### config.mk
export PLATFORM = sky130hd
export DESIGN_NAME = busMux
export DESIGN_NICKNAME = d
export VERILOG_FILES = /design/src/datapathPkg.sv /design/src/busMux.sv
export SDC_FILE = /design/constraint.sdc
export NUM_CORES = 1
export LEC_CHECK = 0
export ABC_CLOCK_PERIOD_IN_PS = 1860
export BUFFER_PORTS_ARGS = -buffer_cell sky130_fd_sc_hd__clkbuf_2
export CELL_PAD_IN_SITES_DETAIL_PLACEMENT = 0
export CELL_PAD_IN_SITES_GLOBAL_PLACEMENT = 2
export CORE_AREA = 2 2 287 289
export DETAILED_ROUTE_END_ITERATION = 8
export DIE_AREA = 0 0 289 291
export PLACE_DENSITY = 0.55
export SLEW_MARGIN = 0
export SYNTH_ARGS = -nofsm -noshare
export SYNTH_HDL_FRONTEND = slang
export SYNTH_SLANG_ARGS = --single-unit
### constraint.sdc
create_clock -name vclk -period 1.86
set_clock_uncertainty 0.05 [all_clocks]
set_input_delay 0.372 -clock vclk [all_inputs]
set_output_delay 0.372 -clock vclk [all_outputs]
set_load 0.005 [all_outputs]
### src/datapathPkg.sv
package datapathPkg;

    // Bus and register word.
    typedef logic [31:0] dataWord;

    // Z register, product or remainder:quotient pair.
    typedef logic [63:0] wideWord;

    // General register number.
    typedef logic [3:0] regIndex;

    // IR operation field.
    typedef logic [4:0] opcode;

    // Instruction field positions. Register fields are regIndex wide.
    localparam int opcodeMsb = 31;
    localparam int opcodeLsb = 27;
    localparam int raMsb = 26;
    localparam int rbMsb = 22;
    localparam int rcMsb = 18;

    // ALU opcodes in the course encoding.
    localparam opcode opAdd = 5'b00011;
    localparam opcode opSub = 5'b00100;
    localparam opcode opShr = 5'b00101;
    localparam opcode opShl = 5'b00111;
    localparam opcode opAnd = 5'b01010;
    localparam opcode opOr  = 5'b01011;
    localparam opcode opMul = 5'b01111;
    localparam opcode opDiv = 5'b10000;
    localparam opcode opNeg = 5'b10001;
    localparam opcode opNot = 5'b10010;

endpackage
### src/busMux.sv
`timescale 1ns/1ps

module busMux #(
    parameter int numRegisters = 16
) (
    input  datapathPkg::dataWord regDrives [numRegisters],
    input  datapathPkg::dataWord pcData,
    input  datapathPkg::dataWord mdrData,
    input  datapathPkg::dataWord hiData,
    input  datapathPkg::dataWord loData,
    input  datapathPkg::wideWord zData,
    input  logic                 pcOut,
    input  logic                 mdrOut,
    input  logic                 hiOut,
    input  logic                 loOut,
    input  logic                 zHighOut,
    input  logic                 zLowOut,
    output datapathPkg::dataWord busData
);

    datapathPkg::dataWord regBus;
    datapathPkg::dataWord specialBus;

    // General registers already gate themselves.
    always_comb
    begin
        regBus = '0;
        for (int i = 0; i < numRegisters; i++)
            regBus = regBus | regDrives[i];
    end

    always_comb
    begin
        specialBus = '0;
        if (pcOut)    specialBus = specialBus | pcData;
        if (mdrOut)   specialBus = specialBus | mdrData;
        if (hiOut)    specialBus = specialBus | hiData;
        if (loOut)    specialBus = specialBus | loData;
        if (zHighOut) specialBus = specialBus | zData[63:32];
        if (zLowOut)  specialBus = specialBus | zData[31:0];
    end

    assign busData = regBus | specialBus; // Zero when nothing drives.

    always_comb
    begin
        assert #0 ($onehot0({pcOut, mdrOut, hiOut, loOut, zHighOut, zLowOut}))
            else $error("Bus contention between special sources.");
    end

endmodule

==> metrics.txt <==
yosys warns 0; Fillers just under 10000; post-synthesis cell area 0.00232 sq mm; GRT Residual Overflow 0; final core utilization 0.100; internal power 0.805 mW; Worst EP required between 1 and 1.5 ns; Reg area 0 sq um; CP endpoint kind output pin; Switching Share 0.451; worst path cell trace buf_12, buf_16, buf_12, a22o_1, a221oi_2, nand4_1, buf_2; sequential cell count 0; DR WL/cell between 20 and 30 um; CP arrival 1.51 ns; CP max-delay cell a22o_1; commonest non-fill, non-tap cell in the layout clkbuf_2; setup_tns -0.432 ns; Max Used Layer met5; Max Cap Violations 0; Initial DRC Count roughly 300; routed vias 6858; critical path peak fanout 8; Synth cell types 11; Die W 289 um; most frequent cells in the layout 726 x clkbuf_2, 115 x nor4_1, 35 x buf_4; vias per cell 3.16; final setup margin -0.0723 ns; Area after DPL roughly 0.0078 sq mm; violated checks setup timing; metal2 WL 26000 um; Tot Pwr 1.47 mW; Final Net Count about 1800; Final Critical Period approximately 1.9 ns; Leak 4.01 nW; Hold Crit Class primary input to output pin; clock network fraction of total power 0; RSZ-0062 raised after global routing yes; Final Non-Filler Cells 2169; slowest cell delay on critical path 0.18 ns; post-route ant nets 0; Met1 Wirelength 23700 um; Max Slew Vio Count 0; max frequency 0.518 GHz; Seq pwr share 0; DP Worst Slack -0.353 ns; design area 0.00815 sq mm; Core Area 0.0812 sq mm; Starting Density 0.0285; final setup vio count 14; first-pass GRT wire length 67900 um; die span in y 291 um; outcome finished with violations; Fin. Hold Viols 0; CP dominant cell by count buf_12; crit path kind primary input to output pin; layout cell share with drive strength beyond 1 0.782; CP delay by family, top buffers and inverters; WHS 0.965 ns; Placed Cells 2147; register area share after synthesis 0; largest net degree at the start of global routing 26; CLK BUF 0; FP Rows 105; Die Area 0.0841 sq mm; initial antenna violation count 58; GRT Total Usage 0.123; Residual DRC 0; mean area per synthesized cell about 7.6 sq um; PwrDens 180 mW/mm^2; slew of the pin with the lowest slew margin 0.614 ns; number of global-route vias before repair 7288; VDD IR max 0.0846 mV; Net Switching 0.663 mW; I/O Buffers 742; num ports 742; worst path buffer plus inverter count 4; Post-Route WL 57500 um; Setup Buffers After CTS 0; cells after synthesis 306; Worst slew margin 0.587; CP Launch Type primary input; Final period util 1.04; Pre-Repair DR Iteration Count 4; hpwl dp ~53000 um; hold buffers post-CTS 0; post-synth net total 1016; area growth from synthesis to layout 252%; power share of the combinational group 1.000; Met3 Routed Length 6540 um; GPL Wtd Cong about 0.94
## cells in the mapped netlist
cell	number	area share
a221oi_1	2	0.0076
a221oi_2	30	0.19
a22o_1	32	0.12
a22oi_1	32	0.10
and3_1	32	0.086
buf_2	3	0.0065
buf_4	3	0.0097
buf_6	6	0.029
clkbuf_1	6	0.0097
nand4_1	32	0.086
nor4_1	128	0.35
## what timing repair did
action | CTS | global route
gates resized for setup | 24 | 37
pin swaps | 2 | 18
endpoints found under the setup margin | 20 | 24
gates cloned | 0 | 4
## routing by layer
metal | up-vias | track usage
met1 | 3122 | 0.151
li1 | 3056 | -
met2 | 556 | 0.206
met4 | 34 | 0.0153
met5 | - | 0
met3 | 90 | 0.0512
## power by group through the flow
stage	Clock (mW)	Sequential, mW	Combinational, mW
floorplan	0	0	0.279
global placement	0	0	1.36
detailed placement	0	0	1.37
CTS	0	0	1.41
global route	0.000000601	0	1.58
finish	0.00000106	0	1.47
## kinds of logic after synthesis
group / count (synthesis) / synth area share
AND/OR/NAND/NOR: 192 / 0.518
AO/OA/AOI/OAI: 96 / 0.427
buffers and inverters: 18 / 0.0551
## final timing paths
check                     start          end  slack, ns  cells after the start
setup / recovery        zLowOut   busData[2]      -0.07                      7
hold / removal    regDrives[79]  busData[15]       0.96                      4
## area by class of cell
type / instances / area (sq um) / area share
Antenna cell: 18 / 45.0 / 0.00553
Multi-Input combinational cell: 288 / 2380 / 0.292
Tap cell: 1070 / 1340 / 0.164
Timing Repair Buffer: 793 / 4390 / 0.538
No activity file was read; power rests on OpenSTA's default activity.
