==> src/datapathPkg.sv <==
package datapathPkg;

    // Bus and register word.
    typedef logic [31:0] dataWord;

    // Z register, product or remainder:quotient pair.
    typedef logic [63:0] wideWord;

    // General register number.
    typedef logic [3:0] regIndex;

    // IR operation field.
    typedef logic [4:0] opcode;

    // Instruction field positions. Register fields are regIndex wide.
    localparam int opcodeMsb = 31;
    localparam int opcodeLsb = 27;
    localparam int raMsb = 26;
    localparam int rbMsb = 22;
    localparam int rcMsb = 18;

    // ALU opcodes in the course encoding.
    localparam opcode opAdd = 5'b00011;
    localparam opcode opSub = 5'b00100;
    localparam opcode opShr = 5'b00101;
    localparam opcode opShl = 5'b00111;
    localparam opcode opAnd = 5'b01010;
    localparam opcode opOr  = 5'b01011;
    localparam opcode opMul = 5'b01111;
    localparam opcode opDiv = 5'b10000;
    localparam opcode opNeg = 5'b10001;
    localparam opcode opNot = 5'b10010;

endpackage
==> src/registerSelect.sv <==
`timescale 1ns/1ps

module registerSelect #(
    parameter int numRegisters = 16
) (
    input  datapathPkg::dataWord irData,
    input  logic                 gra,
    input  logic                 grb,
    input  logic                 grc,
    input  logic                 rIn,
    input  logic                 rOut,
    input  logic                 baOut,
    output datapathPkg::regIndex selNumber,
    output logic                 regLoad,
    output logic                 regDrive
);

    datapathPkg::regIndex raField;
    datapathPkg::regIndex rbField;
    datapathPkg::regIndex rcField;
    logic inRange;

    assign raField = irData[datapathPkg::raMsb -: $bits(datapathPkg::regIndex)];
    assign rbField = irData[datapathPkg::rbMsb -: $bits(datapathPkg::regIndex)];
    assign rcField = irData[datapathPkg::rcMsb -: $bits(datapathPkg::regIndex)];

    // Field decode, the selected field wins.
    assign selNumber = ({4{gra}} & raField)
                     | ({4{grb}} & rbField)
                     | ({4{grc}} & rcField);

    // Fields beyond the register file select nothing.
    assign inRange = int'(selNumber) < numRegisters;

    assign regLoad = rIn & inRange;

    // Base address mode reads R0 as zero.
    assign regDrive = inRange & (rOut | (baOut & (selNumber != '0)));

    always_comb
    begin
        assert #0 ($onehot0({gra, grb, grc}))
            else $error("More than one register field selected.");
    end

endmodule

==> config.mk <==
export PLATFORM = sky130hd
export DESIGN_NAME = registerSelect
export DESIGN_NICKNAME = d
export VERILOG_FILES = /design/src/datapathPkg.sv /design/src/registerSelect.sv
export SDC_FILE = /design/constraint.sdc
export NUM_CORES = 1
export LEC_CHECK = 0
export ABC_AREA = 0
export BUFFER_PORTS_ARGS = -buffer_cell sky130_fd_sc_hd__buf_4
export CAP_MARGIN = 20
export CORE_AREA = 5 5 42 44
export DETAILED_ROUTE_END_ITERATION = 12
export DIE_AREA = 0 0 47 49
export PLACE_DENSITY = 0.51
export SLEW_MARGIN = 20
export SYNTH_ARGS = -nofsm -noshare
export SYNTH_HDL_FRONTEND = slang
export SYNTH_SLANG_ARGS = --single-unit
==> constraint.sdc <==
create_clock -name vclk -period 1.3
set_clock_uncertainty 0.2 [all_clocks]
set_input_delay 0.065 -clock vclk [all_inputs]
set_output_delay 0.065 -clock vclk [all_outputs]
set_load 0.01 [all_outputs]
==> impl_metrics.tcl <==
set metrics [dict create \
    status "complete, but fails checks" \
    violations "setup timing" \
    antenna_found_initial 0 \
    cp_max_fo 2 \
    synthMuxAreaShare_pct 0 \
    worst_ep_required_time_ns 1.03 \
    ant_nets 0 \
    setup_viol_count_final 1 \
    cellPowerDensity_mw_per_mm2 374 \
    fin_crit_sh_pct 104 \
    final_hold_viol_count 0 \
    grt_usage_pct 4.49 \
    grt_start_max_net_pins 5 \
    final_nets 78 \
    fmax_mhz 742 \
    holdWs_ns 0.187 \
    synth_top_area_cell "a222oi_1" \
    synthCells 11 \
    synth_area_sq_um 76.3 \
    post-route-util_pct 23.1 \
    synth_top_cell_area_share_pct 52.5 \
    dr.pass1.iters 4 \
    fin_crit_ns 1.35 \
    start_kind "input pin" \
    ir_worst_vdd_mv 0.114 \
    drt_iter0_drc 8 \
    finalWirelength_um 615 \
    nFillCells 162 \
    coreArea_sq_mm 0.00140 \
    design.seq.count 0 \
    drv_cap 0 \
    syn_area_per_cell_sq_um 6.94 \
    drive_gt1_share_pct 76.3 \
    ys_types 5 \
    cp.arrival_ns 1.08 \
    synth-simple-area-share_pct 8.20 \
    maxSlewHeadroom_pct 71.8 \
    die_width_um 47 \
    port_buffers 22 \
    grt_pass1_vias 205 \
    register_area_sq_um 0 \
    n_clock_buffer 0 \
    startpoint "irData[26]" \
    area_growth_pct 325 \
    rows 14 \
    yosys.area_share.adder_pct 0 \
    gr-total-overflow 0 \
    synth_top_family_by_area "compound AO/OA/AOI/OAI gates" \
    synthTopCellsByArea "a222oi_1 52%, inv_1 20%, a21o_1 9.8%, buf_4 9.8%, nand4_1 8.2%" \
    diodes 0 \
    crit_path_end "regDrive" \
    tightest_slew_ns 0.423 \
    dp_cells 52 \
    yosysSeqAreaShare_pct 0 \
    rsz0062_at_grt "yes" \
    synth_compound_area_share_pct 62.3 \
    start_util_pct 5.45 \
    via_count 216 \
    wl_per_cell_um 11.4 \
    instances_no_fill 54 \
    crit_path_end_kind "output pin" \
    gp_congestion 0.651 \
    ioPinCount 44 \
    drcViolationCount 0 \
    viasPerCell 4.00 \
    syn_nets 49 \
    dieArea_sq_mm 0.00230 \
    power_uw 121 \
    crit_type "in -> out" \
    die_y_um 49 \
    fin_ws_ns -0.0477 \
    min_path_type "in -> out" \
    yosysWarnings 0 \
    power.leakage_uw 0.000173 \
    drv_slew 0 \
    grt_first_pass_wirelength_um 841 \
    synth-xor-area-share_pct 0 \
    fin_setup_tns_ns -0.0477 \
]
==> synthesized netlist by cell type <==
library cell / count
a21o_1: 1
a222oi_1: 4
buf_4: 1
inv_1: 4
nand4_1: 1
==> worst min path at each step <==
stage               from  endpoint  slack (ns)  depth (start not counted)
detailed placement   rIn   regLoad       -0.07                          0
CTS                 rOut  regDrive        0.19                          3
global placement     rIn   regLoad       -0.07                          0
finish              rOut  regDrive        0.19                          3
global route        rOut  regDrive        0.22                          3
floorplan            rIn   regLoad        0.02                          1
==> report_power, final <==
part	internal (uW)	switching (uW)
registers	0	0
clock network	0	0
logic	82.1	39.2
total	82.1	39.2
==> kinds of logic (layout without fill, tap and decap cells) <==
family	Yosys count	in the layout
AND/OR/NAND/NOR	1	1
AO/OA/AOI/OAI	5	5
buffers and inverters	5	32
==> area by class of cell <==
cell class | instances | area (sq um) | share of cell area [%]
multi-input combinational | 6 | 53.8 | 16.6
inverter | 4 | 15.0 | 4.63
tap | 16 | 20.0 | 6.18
timing repair buffer | 28 | 235 | 72.6
==> layer usage <==
metal | global-route usage (%) | vias up | wire, um
met4 | 0 | 0 | 0
met3 | 2.58 | 0 | 191
met5 | 0 | - | 0
met2 | 6.79 | 23 | 190
li1 | - | 101 | -
met1 | 5.87 | 92 | 233
==> layout by cell type, fill, tap and decap left out <==
| cell type | count |
|---|---|
| buf_4 | 22 |
| a222oi_1 | 4 |
| buf_6 | 4 |
| inv_1 | 2 |
| inv_2 | 2 |
| nand4_1 | 1 |
| a21o_1 | 1 |
| dlygate4sd3_1 | 1 |
| buf_8 | 1 |
==> timing repair <==
action,CTS,global route
endpoints found under the hold margin,1,0
cloned,0,0
setup endpoints to repair,1,3
pin swaps,6,1
hold buffers,1,0
resized for setup,3,5
buffers inserted,2,1
==> worst max-delay path, cell delays in order <==
cell and delay (ns):
buf_4 0.11, a222oi_1 0.33, buf_4 0.18, nand4_1 0.09, a21o_1 0.20, buf_6 0.12
==> stage by stage <==
stage	worst slack, ns	cell area, sq um
after floorplan	0.271	76.3
after global placement	-0.0859	284
after detailed placement	-0.0735	284
after CTS	-0.0321	320
after global routing	-0.109	324
final	-0.0477	324
Power figures use the tool's default switching activity.
