### config.mk
export PLATFORM = sky130hd
export DESIGN_NAME = specialRegisters
export DESIGN_NICKNAME = d
export VERILOG_FILES = /design/src/datapathPkg.sv /design/src/specialRegisters.sv
export SDC_FILE = /design/constraint.sdc
export NUM_CORES = 1
export LEC_CHECK = 0
export BUFFER_PORTS_ARGS = -buffer_cell sky130_fd_sc_hd__buf_4
export CAP_MARGIN = 20
export CELL_PAD_IN_SITES_DETAIL_PLACEMENT = 0
export CELL_PAD_IN_SITES_GLOBAL_PLACEMENT = 1
export CORE_ASPECT_RATIO = 0.8
export CORE_UTILIZATION = 33
export DETAILED_ROUTE_END_ITERATION = 8
export PLACE_DENSITY = 0.76
export SLEW_MARGIN = 20
export SYNTH_ARGS = -nofsm -noshare
export SYNTH_HDL_FRONTEND = slang
export SYNTH_SLANG_ARGS = --single-unit
### constraint.sdc
create_clock -name clk -period 0.8 [get_ports clk]
set_clock_uncertainty 0.05 [all_clocks]
set_input_delay 0.04 -clock clk [delete_from_list [all_inputs] [get_ports clk]]
set_output_delay 0.04 -clock clk [all_outputs]
set_load 0.005 [all_outputs]
### src/datapathPkg.sv
package datapathPkg;

    // Bus and register word.
    typedef logic [31:0] dataWord;

    // Z register, product or remainder:quotient pair.
    typedef logic [63:0] wideWord;

    // General register number.
    typedef logic [3:0] regIndex;

    // IR operation field.
    typedef logic [4:0] opcode;

    // Instruction field positions. Register fields are regIndex wide.
    localparam int opcodeMsb = 31;
    localparam int opcodeLsb = 27;
    localparam int raMsb = 26;
    localparam int rbMsb = 22;
    localparam int rcMsb = 18;

    // ALU opcodes in the course encoding.
    localparam opcode opAdd = 5'b00011;
    localparam opcode opSub = 5'b00100;
    localparam opcode opShr = 5'b00101;
    localparam opcode opShl = 5'b00111;
    localparam opcode opAnd = 5'b01010;
    localparam opcode opOr  = 5'b01011;
    localparam opcode opMul = 5'b01111;
    localparam opcode opDiv = 5'b10000;
    localparam opcode opNeg = 5'b10001;
    localparam opcode opNot = 5'b10010;

endpackage
### src/specialRegisters.sv
`timescale 1ns/1ps

module specialRegisters (
    input  logic                 clk,
    input  logic                 reset,
    input  datapathPkg::dataWord busData,
    input  datapathPkg::dataWord mdataIn,
    input  logic                 pcIn,
    input  logic                 irIn,
    input  logic                 hiIn,
    input  logic                 loIn,
    input  logic                 marIn,
    input  logic                 mdrIn,
    input  logic                 read,
    output datapathPkg::dataWord pcData,
    output datapathPkg::dataWord irData,
    output datapathPkg::dataWord hiData,
    output datapathPkg::dataWord loData,
    output datapathPkg::dataWord mdrData,
    output datapathPkg::dataWord marData
);

    always_ff @(posedge clk)
    begin
        if (reset)
        begin
            pcData  <= '0;
            irData  <= '0;
            hiData  <= '0;
            loData  <= '0;
            marData <= '0;
            mdrData <= '0;
        end
        else
        begin
            if (pcIn)  pcData  <= busData;
            if (irIn)  irData  <= busData;
            if (hiIn)  hiData  <= busData;
            if (loIn)  loData  <= busData;
            if (marIn) marData <= busData; // Address toward memory.
            // Memory read path or a bus write into MDR.
            if (mdrIn) mdrData <= read ? mdataIn : busData;
        end
    end

endmodule

==> results.yml, run 1 <==
synth:
  ys_types: 10
  synth_fa_ha_area_share_pct: 0
  ys_top_cells_by_area: "dfxtp_1 (54%), mux2i_1 (27%), nor2_1 (10%)"
  synth-xor-area-share_pct: 0
  seq_area_frac_synth_pct: 54.50
  synth-simple-area-share_pct: 10.22
  synthMuxAreaShare_pct: 27.25
  netlist_area_um2: 7053
  postSynthCellCount: 660
  synthDominantCellAreaShare_pct: 54.50
  syn_nets: 733
  avgSynthCellArea_um2: 10.69
  synth_compound_area_share_pct: 3.406
  synth-seq-cells: 192
  yosysWarnings: 0
  synth_top_family_by_area: "multiplexers"
  yosys.area.top_type: "dfxtp_1"
timing:
  tightest_slew_ns: 0.3701
  setup_viol: 201
  holdWs_ns: -0.01450
  slew_headroom_pct: 75.25
  clock.fmax_ghz: 1.009
  hold_viol: 20
  period_share_pct: 123.9
  fin_crit_ns: 0.9910
  rsz0062_at_grt: "yes"
  timing.setup.tns_ns: -30.75
  slew_violations: 0
  worst_slack_ns: -0.1910
global_routing:
  grt.overflow.total: 0
  antenna_found_initial: 0
  track_usage_pct: 20.50
  grt_max_degree: 34
  grt_pass1_wl_mm: 33.95
  first_global_vias: 5920
clock_network:
  clk_pin_slew_ns: 0.07
  tritoncts: "built"
  root_buffer: "clkbuf_16"
  cts_buffers: 17
  cts_htree_levels: 4
  clockBufferDepth: 2
  clk_latency_ns: 0.43
  cts.sinks: 192
job:
  max-cap-violations: 0
drt:
  via_per_inst: 4.557
  wl_per_cell_um: 17.69
  drc: 38
  routed_wl_mm: 22.93
  wl_met3_mm: 1.794
  drt_iter0_drc: 353
  met1_length_mm: 10.33
  ant_nets: 0
  met2_length_mm: 10.59
  top_layer: "met4"
  drtPass1Iterations: 6
  num_vias: 5906
floorplan:
  die_h_um: 132.8
  core_area_um2: 20820
  die_w_um: 165.5
  row_count: 47
  start_util_pct: 33.88
  dieArea_um2: 21970
  ios: 265
setup_path:
  critPathKind: "reg2out"
  cpLargestDelayFamily: "flip-flops"
  start_kind: "flip-flop"
  slowest_delay_ns: 0.36
  regToRegSetupSlack_ns: -0.03
  end_kind: "output port"
  worstPathMaxFanout: 2
  cp.buffers_inverters: 1
  critPathSlowestCell: "dfxtp_4"
  cp.required_ns: 0.71
  arrival_ns: 0.90
  path_cells: "buf_6"
place:
  port_buffers: 264
  placed_cell_area_um2: 9569
  dp_cells: 1182
  gp_congestion: 0.7774
  post-place-ws_ns: -0.06888
  dpl.hpwl_mm: 15.60
cells_and_area:
  drive_above_1_share_pct: 53.55
  stdcell_count: 1296
  multi_input_area_um2: 2917
  area_growth_syn_to_layout_pct: 69.03
  fin_area_um2: 11920
  register_area_um2: 4086
  fin_util_pct: 57.27
  diodes: 0
  fill_cells: 1795
  nets: 1087
run_status:
  status: "complete, but fails checks"
  violations: "design-rule violations, negative hold slack, negative setup slack"
power_and_ir_drop:
  total_power_mw: 22.68
  irDropWorstVdd_mv: 1.073
  p_leak_nw: 5.603
  power.density_nw_per_um2: 1902
worst_hold_path:
  min_path_type: "in2reg"
## cell usage in the layout, fill, tap and decap left out, drive strengths merged
cell	netlist	routed
a211oi	32	32
buf	42	321
clkbuf	10	19
clkinv	0	6
clkinvlp	0	2
dfxtp	192	192
dlygate4sd3	0	66
inv	0	5
mux2i	192	192
nor2	192	192
## metal layers
| layer | vias to the layer above | GRT usage [%] |
|---|---|---|
| met4 | 0 | 5.202 |
| met2 | 183 | 32.57 |
| met5 | - | 0 |
| met1 | 2771 | 26.15 |
| li1 | 2933 | - |
| met3 | 19 | 7.398 |
## cell usage after synthesis
| cell | count |
|---|---|
| clkbuf_1 | 10 |
| a211oi_1 | 32 |
| buf_4 | 15 |
| buf_1 | 8 |
| nor2_1 | 192 |
| buf_12 | 3 |
| buf_6 | 1 |
| dfxtp_1 | 192 |
| mux2i_1 | 192 |
| buf_2 | 15 |
## cells by family (layout without fill, tap and decap cells)
kind of cell    after synthesis  in the layout
compound gates               32             32
buf+inv                      52            419
flops                       192            192
mux                         192            192
simple gates                192            192
## where the power goes
group          total [mW]  internal, mW  switching [mW]
clock                7.99          4.06            3.93
combinational        3.98          2.39            1.58
sequential           10.7          10.3           0.434
total                22.7          16.7            5.95
## cell type report
class / count / share of cell area [%]
multi-input cells: 416 / 24.46
clock inverters: 13 / 0.9026
flip-flops and latches: 192 / 34.28
repair buffers: 387 / 33.90
clock buffers: 19 / 3.631
well taps: 269 / 2.823
## final timing paths
| check | from | endpoint | cells after the start |
|---|---|---|---|
| worst max-delay path | mdrData[23] | mdrData[23] | 1 |
| worst min-delay path | mdrIn | mdrData[16] | 3 |
| worst max register to register | loData[10] | loData[10] | 3 |
| worst min register to register | mdrData[21] | mdrData[21] | 2 |
## registers in the layout (all words and copies together) (netlist names)
name / count
marData: 32
mdrData: 32
irData: 32
hiData: 32
loData: 32
pcData: 32
## timing repair
action                                 CTS  global route
setup endpoints to repair              192           214
pin swaps                                1            15
endpoints found under the hold margin  192            29
gates resized for setup                384            17
buffers inserted                         4            14
cloned                                   0             0
hold buffers                            66             1
Power figures use the tool's default switching activity.
==> run 2: changes to the inputs <==
--- a/config.mk
+++ b/config.mk
@@ -9,7 +9,6 @@
 export CAP_MARGIN = 20
 export CELL_PAD_IN_SITES_DETAIL_PLACEMENT = 0
 export CELL_PAD_IN_SITES_GLOBAL_PLACEMENT = 1
-export CORE_ASPECT_RATIO = 0.8
 export CORE_UTILIZATION = 33
 export DETAILED_ROUTE_END_ITERATION = 8
 export PLACE_DENSITY = 0.76
==> results.yml, run 2 (synthesis gave the netlist of run 1 again) <==
run_status:
  status: "complete, but fails checks"
  violations: "negative hold slack, negative setup slack"
cells_and_area:
  area_growth_syn_to_layout_pct: 68.12
  final_cell_mix: "buf_6 (200), dfxtp_2 (192), mux2i_1 (191), nor2_1 (191), buf_4 (93)"
  fill_cells: 1846
  diodes: 0
  mostFrequentLayoutCell: "buf_6"
  nets: 1080
  drive_above_1_share_pct: 52.80
  multi_input_area_um2: 2904
  register_area_um2: 4084
clock_network:
  cts_buffers: 17
  tritoncts: "built"
  cts.sinks: 192
  cts_htree_levels: 4
  clockBufferDepth: 2
  clk_latency_ns: 0.42
  root_buffer: "clkbuf_16"
  clk_pin_slew_ns: 0.07
power_and_ir_drop:
  p_clk_share_pct: 34.7
  comb_power_share_pct: 17.6
  irDropWorstVdd_mv: 1.328
  swShare_pct: 25.20
  internal_power_mw: 16.76
  power.density_nw_per_um2: 1889
  power_frac_seq_pct: 47.8
  net-switching-power_mw: 5.647
  total_power_mw: 22.40
  p_leak_nw: 5.565
setup_path:
  critPathLaunch: "irData[12]"
  path_cells: "buf_6"
  cp.buffers_inverters: 1
  start_kind: "flip-flop"
  cp-endpoint: "irData[12]"
  slowest_delay_ns: 0.36
  cp.required_ns: 0.71
  cpLargestDelayFamily: "flip-flops"
  critPathSlowestCell: "dfxtp_2"
  timing.rr.start: "pcData[26]"
  timing.rr.end: "pcData[26]"
  r2r_cells: 3
  worstPathMaxFanout: 2
  arrival_ns: 0.88
  critPathKind: "reg2out"
  end_kind: "output port"
  regToRegSetupSlack_ns: 0
  crit_cells: 1
drt:
  via_per_inst: 4.642
  drt_iter0_drc: 174
  ant_nets: 0
  num_vias: 5997
  routed_wl_mm: 22.42
  wl_per_cell_um: 17.35
  drc: 0
  drtPass1Iterations: 4
job:
  max-cap-violations: 0
timing:
  hold_viol: 26
  rsz0062_at_grt: "yes"
  period_share_pct: 120.7
  tightest_slew_ns: 0.6435
  fin_crit_ns: 0.9658
  slew_violations: 0
  slew_headroom_pct: 57.10
  holdWs_ns: -0.03357
  worst_slack_ns: -0.1658
  clock.fmax_ghz: 1.035
  setup_viol: 194
floorplan:
  start_util_pct: 33.66
  core_area_um2: 20960
  row_count: 53
  die_h_um: 148.2
  ios: 265
  dieArea_um2: 21960
  die_w_um: 148.2
global_routing:
  grt.overflow.total: 0
  grt_max_degree: 37
  first_global_vias: 6096
  antenna_found_initial: 0
  grt_pass1_wl_mm: 34.24
  track_usage_pct: 20.46
place:
  dpl.hpwl_mm: 15.16
  post-place-ws_ns: -0.3590
  gp_congestion: 0.8055
  port_buffers: 264
worst_hold_path:
  min_path_type: "in2reg"
[run 2: power by group through the flow]
stage	clock, mW	sequential, mW	combinational, mW
2_1_floorplan	0	10.7	1.33
3_3_place_gp	0	10.7	3.18
3_5_place_dp	0	10.7	3.20
4_1_cts	7.99	10.7	3.88
5_1_grt	8.36	10.8	4.23
6_report	7.77	10.7	3.93
[run 2: layout make-up]
| cell class | instances | area share (%) |
|---|---|---|
| flip-flops and latches | 192 | 34.44 |
| repair buffers | 380 | 33.79 |
| multi-input cells | 416 | 24.49 |
| clock buffers | 20 | 3.851 |
| well taps | 275 | 2.902 |
| clock inverters | 9 | 0.5276 |
[run 2: worst register-to-register path, stage by stage (launching register included)]
cell	delay [ns]
dfxtp_2	0.33
buf_4	0.13
mux2i_1	0.14
nor2_1	0.05
[run 2: what timing repair did]
item | in CTS | in global routing
cloned | 0 | 0
pin swaps | 0 | 15
hold buffers | 70 | 1
endpoints found under the setup margin | 192 | 218
gates resized for setup | 384 | 14
setup buffers | 10 | 11
hold endpoints to repair | 192 | 20
[run 2: metal layers]
layer  GRT usage (%)  wire, um  vias to the layer above
li1                -         -                     2917
met1           24.40      9637                     2887
met2           34.81     11050                      171
met3           6.288      1402                       22
met4           6.804       327                        0
met5               0         0                        -
[run 2: worst min path at each step]
stage	from	end	slack [ns]	cells past startpoint
5_1_grt	mdrIn	mdrData[15]	-0.05	3
3_5_place_dp	busData[11]	marData[11]	0.29	3
3_3_place_gp	busData[21]	hiData[21]	0.29	3
6_report	mdrIn	mdrData[15]	-0.03	3
4_1_cts	mdrIn	mdrData[15]	-0.06	3
2_1_floorplan	busData[0]	hiData[0]	0.14	2
[run 2: per-stage QoR]
step	hold WS [ns]	cells	util (%)	TNS, ns	cell area (um2)
finish	-0.03357	1292	56.59	-28.32	11860
global route	-0.04874	1292	56.59	-36.12	11860
CTS	-0.06402	1284	56.06	-33.03	11750
detailed placement	0.2940	1175	45.30	-9.638	9492
global placement	0.2865	1175	45.30	-8.209	9492
floorplan	0.1372	660	-	0	7053
