`config.mk`:
```
export PLATFORM = sky130hd
export DESIGN_NAME = generalRegister
export DESIGN_NICKNAME = d
export VERILOG_FILES = /design/src/datapathPkg.sv /design/src/generalRegister.sv
export SDC_FILE = /design/constraint.sdc
export NUM_CORES = 1
export LEC_CHECK = 0
export ABC_CLOCK_PERIOD_IN_PS = 930
export BUFFER_PORTS_ARGS = -buffer_cell sky130_fd_sc_hd__buf_4
export CAP_MARGIN = 40
export CORE_ASPECT_RATIO = 0.8
export CORE_MARGIN = 2
export CORE_UTILIZATION = 49
export CTS_BUF_LIST = sky130_fd_sc_hd__clkbuf_4
export DETAILED_ROUTE_END_ITERATION = 12
export PLACE_DENSITY = 0.86
export REMOVE_ABC_BUFFERS = 1
export SKIP_CTS_REPAIR_TIMING = 1
export SYNTH_ARGS = -nofsm -noshare
export SYNTH_HDL_FRONTEND = slang
export SYNTH_SLANG_ARGS = --single-unit
```
`constraint.sdc`:
```
create_clock -name clk -period 0.93 [get_ports clk]
set_input_delay 0 -clock clk [delete_from_list [all_inputs] [get_ports clk]]
set_output_delay 0 -clock clk [all_outputs]
set_load 0.02 [all_outputs]
```
`src/datapathPkg.sv`:
```
package datapathPkg;

    // Bus and register word.
    typedef logic [31:0] dataWord;

    // Z register, product or remainder:quotient pair.
    typedef logic [63:0] wideWord;

    // General register number.
    typedef logic [3:0] regIndex;

    // IR operation field.
    typedef logic [4:0] opcode;

    // Instruction field positions. Register fields are regIndex wide.
    localparam int opcodeMsb = 31;
    localparam int opcodeLsb = 27;
    localparam int raMsb = 26;
    localparam int rbMsb = 22;
    localparam int rcMsb = 18;

    // ALU opcodes in the course encoding.
    localparam opcode opAdd = 5'b00011;
    localparam opcode opSub = 5'b00100;
    localparam opcode opShr = 5'b00101;
    localparam opcode opShl = 5'b00111;
    localparam opcode opAnd = 5'b01010;
    localparam opcode opOr  = 5'b01011;
    localparam opcode opMul = 5'b01111;
    localparam opcode opDiv = 5'b10000;
    localparam opcode opNeg = 5'b10001;
    localparam opcode opNot = 5'b10010;

endpackage
```
`src/generalRegister.sv`:
```
`timescale 1ns/1ps

module generalRegister #(
    parameter int regNumber = 0
) (
    input  logic                 clk,
    input  logic                 reset,
    input  datapathPkg::dataWord busData,
    input  datapathPkg::regIndex selNumber,
    input  logic                 regLoad,
    input  logic                 regDrive,
    output datapathPkg::dataWord drive
);

    datapathPkg::dataWord value;
    logic selected;

    assign selected = (selNumber == datapathPkg::regIndex'(regNumber));

    always_ff @(posedge clk)
    begin
        if (reset)
            value <= '0;
        else if (regLoad && selected)
            value <= busData; // Load from the bus.
    end

    assign drive = (regDrive && selected) ? value : '0; // Zero keeps the OR bus clean.

    // Contents only move on a load addressed to this slice.
    assert property (@(posedge clk)
        !reset && !(regLoad && selected) |=> $stable(value))
        else $error("Register %0d changed without a load.", regNumber);

endmodule

```
==> results by stage, run 1 <==
Run status:
- The run finished, with violations left.
- The final reports fail on setup timing.

CTS:
- Clock tree synthesis selected as its root buffer the cell sky130_fd_sc_hd__clkbuf_4.
- The maximum number of buffers from clock root to sink is 2.
- The H-tree was split into 2 levels.
- After clock tree synthesis, the clock-pin slew on the worst setup and hold paths is about 0.090 ns.
- The clock net in this run drives a total of 32 sinks.
- The CTS tree is done.
- The TritonCTS buffer count is 5.
- The latest clock arrival within the worst-skew pair is approximately 0.33 ns.

Global route:
- The met2 track demand over resource in global routing is between 20 and 30%.
- The global-route wire length before repair is around 6.7 mm.
- The global-route track usage on met3 is under 10%.
- The global routing stage identified its most utilized layer as met1.
- Global routing used about a fifth of the available tracks.
- The met1 track demand over resource in global routing is 30.4%.
- The number of antenna violations at the first check in global routing came to 0.
- The number of global-route vias before repair came to approximately 1,500.
- The pin count of the biggest net entering global routing is 33.
- The sum of overflow across all layers after global routing is 0.

Timing:
- At the pin with the least slew margin, the transition time is between 0.3 and 0.4 ns.
- The final-report hold violation count is 0.
- The final-report setup violation count is 32.
- The max-slew headroom at the worst pin is 79.7%.
- Derived from the worst setup path, the maximum achievable clock frequency is ~950 MHz.
- The final critical-path share of the clock period is 114%.
- The final max-slew violation count came to 0.
- The final worst-path setup slack is -0.126 ns.
- The maximum clock skew at final layout is 0 ns.
- Setup repair after global routing could not meet its margin everywhere.
- The final critical-path required period is around 1.1 ns.

Yosys:
- Ranked by total cell area, the synthesized netlist is headed by sky130_fd_sc_hd__dfxtp_1 39%, sky130_fd_sc_hd__nand4b_1 17%, sky130_fd_sc_hd__and3_1 12%.
- Ranked by instance count, the synthesized netlist is headed by 32 x sky130_fd_sc_hd__and3_1, 32 x sky130_fd_sc_hd__dfxtp_1, 32 x sky130_fd_sc_hd__nand2b_1, 32 x sky130_fd_sc_hd__nand4b_1, 23 x sky130_fd_sc_hd__o21ai_0.
- The summed instance area of the synthesized netlist is between 0.0015 and 0.002 mm2.
- Averaged over all synthesized cells, the footprint is just under 9 um2.
- Of the synthesized area, sequential elements account for approximately two fifths.
- After synthesis, the share of flip-flops with an asynchronous set or reset is 0%.
- The distinct cell type count after synthesis is 13.
- The most used flip-flop cell after synthesis is sky130_fd_sc_hd__dfxtp_1.
- The gate count after technology mapping is 186.
- Counting flops and latches in the post-synthesis netlist gives 32.
- The portion of synthesized cell area occupied by the leading cell type is between 30% and 40%.
- The number of enable-type register cells in the synthesized netlist is 0.
- The top cell type by total area after synthesis is sky130_fd_sc_hd__dfxtp_1.
- The count of yosys warnings during synthesis is 0.

Finish:
- The final antenna diode count is 0.
- The share of the core filled with cells in the final layout is 91.8%.
- After the flow finishes, the layout carries non-filler instances totaling 330.
- The post-layout instance area is slightly below 0.003 mm2.
- The layout filler cell count is ~120.
- The relative area change from synthesis to final layout is 74.7%.
- Counting flops per register, the top entry is value.
- The fraction of layout cells with a size suffix above 1 is 45.9%.
- For this run, the post-layout net count is around 330.
- The number of flip-flops in the largest register is 32.
- In the final layout, the registers with the most flip-flops are value x32.

Placed design:
- The quantity of I/O buffers inserted on ports is 71.
- The cell count after placement is around 280.
- OpenSTA, run right after detailed placement, puts the worst setup slack at -0.222 ns.
- Detailed placement ended at an HPWL of around 2.7 mm.
- The routability-driven placement congestion ratio is ~0.74.
- The cell area after placement is roughly 0.0022 mm2.

Job:
- The number of max-cap violations is 0.

Route:
- Before antenna repair, the detailed router went through 4 iterations.
- The via density per instance is 5.70.
- After detailed routing, the average wire length per cell comes to 17.4 um.
- For this block, the via count after detailed routing is about 1,900.
- The detail route stage leaves a number of antenna-violating nets equal to 0.
- The total detailed-routing wirelength is approximately 5.7 mm.
- For this block, the initial DRC count from the detailed router was around 200.
- For this run, design rule violations remaining after detail routing come to 0.

Critical path:
- The required time of the worst setup path is between 0.9 and 1 ns.
- STA classifies the critical path startpoint as a flip-flop.
- The worst register-to-register path begins at value[0].
- The worst reg2reg path depth is 2.
- The worst setup slack for register-to-register paths is roughly 0.18 ns.
- The kind of critical path is reg2out.
- The most critical setup path has its endpoint at drive[25].
- The most critical setup path has its startpoint at value[25].
- In this run the critical register-to-register path is captured at value[0].
- The maximum fanout count along the critical path is 2.
- Data arrives at the worst endpoint at 1.06 ns.
- STA classifies the critical path endpoint as an output pin.

Floorplan:
- The die covers about 0.0039 mm2.
- The number of rows created at floorplan is 18.
- Once the floorplan was initialized, standard cells occupied between 50% and 60% of the core.
- In this run the standard cell core region covers around 0.0032 mm2.
- Measured along the y axis, the die boundary spans between 50 and 60 um.
- The number of placed I/O pins is 72.
- The width of the die is ~69 um.

Power:
- The worst supply voltage drop on vdd is about 0.89 mV.
- The ratio of total power to cell area is slightly above 900 mW/mm2.
- The analysis attributes to cell leakage a power of 1.23 nW.

Worst hold path:
- In this run the worst hold path is classified as in2reg.
==> metal layers <==
| metal | part of all wire (%) | wire length [um] |
|---|---|---|
| met4 | 1.2 | 71 |
| met3 | 9.1 | 523 |
| met1 | 39 | 2240 |
| met2 | 51 | 2910 |
| met5 | 0 | 0 |
==> how the worst min path moves through the flow <==
stage	from	to	slack (ns)	cells past startpoint
final	busData[19]	value[19]	0.001	3
after global routing	regLoad	value[6]	0.02	3
after CTS	busData[15]	value[15]	-0.09	3
after detailed placement	busData[20]	value[20]	0.26	3
after global placement	busData[21]	value[21]	0.25	3
after floorplan	regLoad	value[1]	0.17	2
==> critical path, stage by stage (launching register included) <==
cell                      delay (ns)
sky130_fd_sc_hd__dfxtp_1        0.37
sky130_fd_sc_hd__and3_1         0.22
sky130_fd_sc_hd__buf_6          0.13
==> report_power, final <==
part	switching [mW]	total (mW)	internal, mW	leakage (nW)
clock	0.480	0.757	0.277	0.0324
combinational	0.179	0.483	0.304	0.930
sequential	0.0105	1.40	1.39	0.270
==> logic make-up (layout without fill, tap and decap cells) <==
logic type / Yosys count / after routing / share of synthesized area (%)
and+or+nand+nor: 98 / 98 / 42.2
AOI/OAI and AO/OA: 32 / 32 / 9.67
buffers and inverters: 24 / 128 / 9.44
DFF: 32 / 32 / 38.7
==> metrics by stage <==
stage	power [mW]	setup TNS (ns)	hold WS, ns
6_report	2.64	-1.55	0.000955
4_1_cts	2.48	-5.50	-0.0882
3_3_place_gp	1.74	-9.49	0.253
2_1_floorplan	1.50	-131.32	0.166
3_5_place_dp	1.75	-11.49	0.264
5_1_grt	2.73	-3.07	0.0189
==> layout by cell type (no fill, tap or decap), drive strengths merged <==
cell,count
buf,85
dlygate4sd3,33
nand2b,32
nand4b,32
dfxtp,32
o21ai,32
and3,32
clkbuf,7
clkinv,3
nor4,1
and2,1
==> area by class of cell <==
cell class | count | area [um2] | share of cell area (%)
clock inverters | 3 | 13.8 | 0.476
well taps | 40 | 50.0 | 1.73
repair buffers | 120 | 1190 | 41.0
multi-input cells | 130 | 936 | 32.3
clock buffers | 5 | 37.5 | 1.30
flip-flops and latches | 32 | 671 | 23.2
Power figures use the tool's default switching activity.
==> inputs of run 2 (changes only) <==
--- a/config.mk
+++ b/config.mk
@@ -11,8 +11,9 @@
 export CORE_ASPECT_RATIO = 0.8
 export CORE_MARGIN = 2
 export CORE_UTILIZATION = 49
-export CTS_BUF_LIST = sky130_fd_sc_hd__clkbuf_4
+export CTS_BUF_LIST = sky130_fd_sc_hd__clkbuf_8
 export DETAILED_ROUTE_END_ITERATION = 12
+export GPL_ROUTABILITY_DRIVEN = 0
 export PLACE_DENSITY = 0.86
 export REMOVE_ABC_BUFFERS = 1
 export SKIP_CTS_REPAIR_TIMING = 1
==> run 2 against run 1 <==
Against the previous run:
- the flow finishes with violations (hold timing, setup timing)
- register-to-register slack better by 0.03 ns
- power up 10%
- routed wire length down 6.3%
- clock power up 45%
- flip-flop and latch count unchanged
- design area down 4.8%
- non-clock buffer count down 19
- global-route usage down 0.11 points
- die area unchanged
- first-iteration DRC count down 27%
- critical path type is now in2out
- largest cell class unchanged
==> results by stage, run 2 (synthesis gave the netlist of run 1 again) <==
Finish:
- The library cells used most frequently in the layout, excluding fill and tap cells, are 53 x sky130_fd_sc_hd__buf_4, 32 x sky130_fd_sc_hd__nand2b_1, 32 x sky130_fd_sc_hd__nand4b_1, 32 x sky130_fd_sc_hd__dfxtp_1, 30 x sky130_fd_sc_hd__buf_6.
- The largest registers in the layout are value x32.
- The final antenna diode count is 0 (unchanged).
- The relative area change from synthesis to final layout is 66.2%.
- The fraction of layout cells with a size suffix above 1 is 43.2% (-2.7 points).
- The number of flip-flops in the largest register is 32 (unchanged).
- Leaving out fill and tap cells, the most frequent cell in the layout is sky130_fd_sc_hd__buf_4.
- The post-layout net count is 310 (-5.8%).
- The register with the most flip-flops in the final layout is value.

CTS:
- TritonCTS built the clock tree.
- The clock-pin slew on the worst setup and hold paths came to 0.06 ns (-0.03 ns).
- The TritonCTS buffer count is 5 (unchanged).
- The count of H-tree levels built during CTS is 2 (unchanged).
- The cell sitting at the root of the clock tree is a sky130_fd_sc_hd__clkbuf_8.
- The latest clock arrival within the worst-skew pair is 0.28 ns (-0.05 ns).
- The sink count of the clock tree came to 32 (unchanged).
- The maximum number of buffers from clock root to sink is 2 (unchanged).

Route:
- The via density per instance is 5.68 (-0.43%).
- The total detailed-routing wirelength came to 5.38 mm (-6.3%).
- The per-cell routed wire length is 17.3 um (-0.53%).
- The detailed-router iteration count before antenna repair is 5 (+1).
- The number of nets with antenna violations after routing is 0 (unchanged).
- The DRC violations left is 0 (unchanged).
- The number of DRC violations after detailed-routing iteration 0 was 145 (-27%).
- The via count is 1,766 (-6.2%).

Power:
- The total power of the final layout is 2.91 mW (+10%).
- The switching power of the nets is 685 uW (+2.3%).
- The ratio of total power to cell area came to 1060 mW/mm2 (+16%).
- The internal power contribution is 2.23 mW (+13%).
- The clock share of power is 37.9% (+9.2 points).
- The worst supply voltage drop on vdd was 0.683 mV (-24%).
- The fraction of power spent switching nets is 23.5% (-1.8 points).
- The standby leakage power is 1.18 nW (-4.0%).
- The combinational power share was 14.1% (-4.2 points).
- The sequential share of power is 48.0% (-5.0 points).

Run status:
- The checks that failed: hold timing, setup timing.
- The run finished, with violations left.

Timing:
- Setup repair after global routing could not meet its margin everywhere.
- The max-slew headroom at the worst pin is 80.3% (+0.63 points).
- The final critical-path share of the clock period was 108% (-6.0 points).
- The maximum operating frequency was 1000 MHz (+5.6%).
- The final max-slew violation count is 0 (unchanged).
- The maximum clock skew at final layout came to 0 ns (unchanged).
- The final-report setup violation count is 47 (+47%).
- The transition at the pin with the smallest max-transition slack came to 0.295 ns (-0.00952 ns).
- The final critical-path required period is 1.00 ns (-0.0560 ns).
- The final-report hold violation count is 11 (+11).
- The final hold slack is -0.0160 ns (-0.0170 ns).
- The final worst-path setup slack is -0.0704 ns (+0.0560 ns).

Floorplan:
- The width of the die is 69.0 um (unchanged).
- The number of rows created at floorplan is 18 (unchanged).
- The starting density of the core is 52.5% (unchanged).
- The die outline height is 56.0 um (unchanged).
- The number of placed I/O pins is 72 (unchanged).
- The area of the die is 0.00386 mm2 (unchanged).
- The core area is 0.00315 mm2 (unchanged).

Global route:
- The number of antenna violations at the first check in global routing is 0 (unchanged).
- The sum of overflow across all layers after global routing is 0 (unchanged).
- The global-route usage over all layers came to 20.6% (-0.11 points).
- The global-route wire length before repair came to 6.66 mm (-0.61%).
- The number of global-route vias before repair is 1,447 (-0.75%).
- The pin count of the biggest net entering global routing is 33 (unchanged).

Critical path:
- The worst setup path is launched from an input port.
- STA classifies the critical path endpoint as an output pin.
- The capture instance of the worst register-to-register path is value[17].
- The maximum fanout count along the critical path is 7 (+5).
- The worst setup path startpoint is selNumber[2].
- The startpoint identified for the worst register-to-register timing path is value[17].
- The kind of critical path is in2out.
- The worst setup slack for register-to-register paths is 0.21 ns (+0.03 ns).
- The required time of the worst setup path is 0.93 ns (about the same).
- The worst reg2reg path depth is 2 (unchanged).
- The critical path arrival is 1.00 ns (-0.06 ns).

Worst hold path:
- In this run the worst hold path is classified as in2reg.
- In this run the most critical hold path is launched from busData[5].
- The number of instances on the worst hold path is 3 (unchanged).
- The worst hold path terminates at value[5].

Placed design:
- The estimated wirelength of the detail-placed design is 2.72 mm (unchanged).
- The quantity of I/O buffers inserted on ports is 71 (unchanged).

Job:
- The number of max-cap violations is 0 (unchanged).
-- run 2: cell types whose count changed in the layout (fill, tap and decap cells not counted), sizes merged --
cell,change
buf,+3
clkbuf,+3
clkinv,-1
dlygate4sd3,-24
-- run 2: final cells by class --
type,count,area [um2]
timing repair buffer,101,1030
sequential,32,641
clock buffer,6,82.6
multi-input combinational,130,945
fill,155,399
tap,40,50.0
clock inverter,2,10.0
-- run 2: metrics by stage --
stage | std cells | TNS, ns | util (%) | worst slack (ns) | area (um2)
2_1_floorplan | 162 | -131.32 | - | -2.33 | 1500
3_3_place_gp | 284 | -9.49 | 70.2 | -0.183 | 2210
3_5_place_dp | 284 | -11.49 | 70.2 | -0.222 | 2210
4_1_cts | 292 | -5.47 | 73.1 | -0.221 | 2300
5_1_grt | 311 | -5.20 | 87.3 | -0.140 | 2750
6_report | 311 | -1.86 | 87.3 | -0.0704 | 2750
-- run 2: power by group through the flow --
stage / Combinational [mW] / Sequential (mW) / Clock [mW]
detailed placement: 0.319 / 1.43 / 0
global placement: 0.316 / 1.43 / 0
finish: 0.411 / 1.40 / 1.10
CTS: 0.319 / 1.40 / 1.11
floorplan: 0.0735 / 1.42 / 0
global route: 0.436 / 1.40 / 1.17
-- run 2: how the worst max path moves through the flow --
stage	to	slack, ns	cells past startpoint
floorplan	value[0]	-2.33	3
global placement	drive[18]	-0.18	5
detailed placement	drive[18]	-0.22	5
CTS	drive[18]	-0.22	5
global route	value[17]	-0.14	7
finish	drive[29]	-0.07	6
-- run 2: critical path, cell delays in order --
cell and delay (ns):
sky130_fd_sc_hd__buf_6 0.10, sky130_fd_sc_hd__nor4_4 0.26, sky130_fd_sc_hd__buf_6 0.19, sky130_fd_sc_hd__buf_6 0.12, sky130_fd_sc_hd__and3_1 0.20, sky130_fd_sc_hd__buf_6 0.13
-- run 2: per-layer routing --
layer	routed length, um	share of wire, %	global-route usage, %	vias up
met5	0	0	0	-
met4	100	1.9	4.20	0
met3	412	7.7	7.97	12
met2	2500	46	28.3	84
met1	2370	44	30.4	827
li1	-	-	-	843
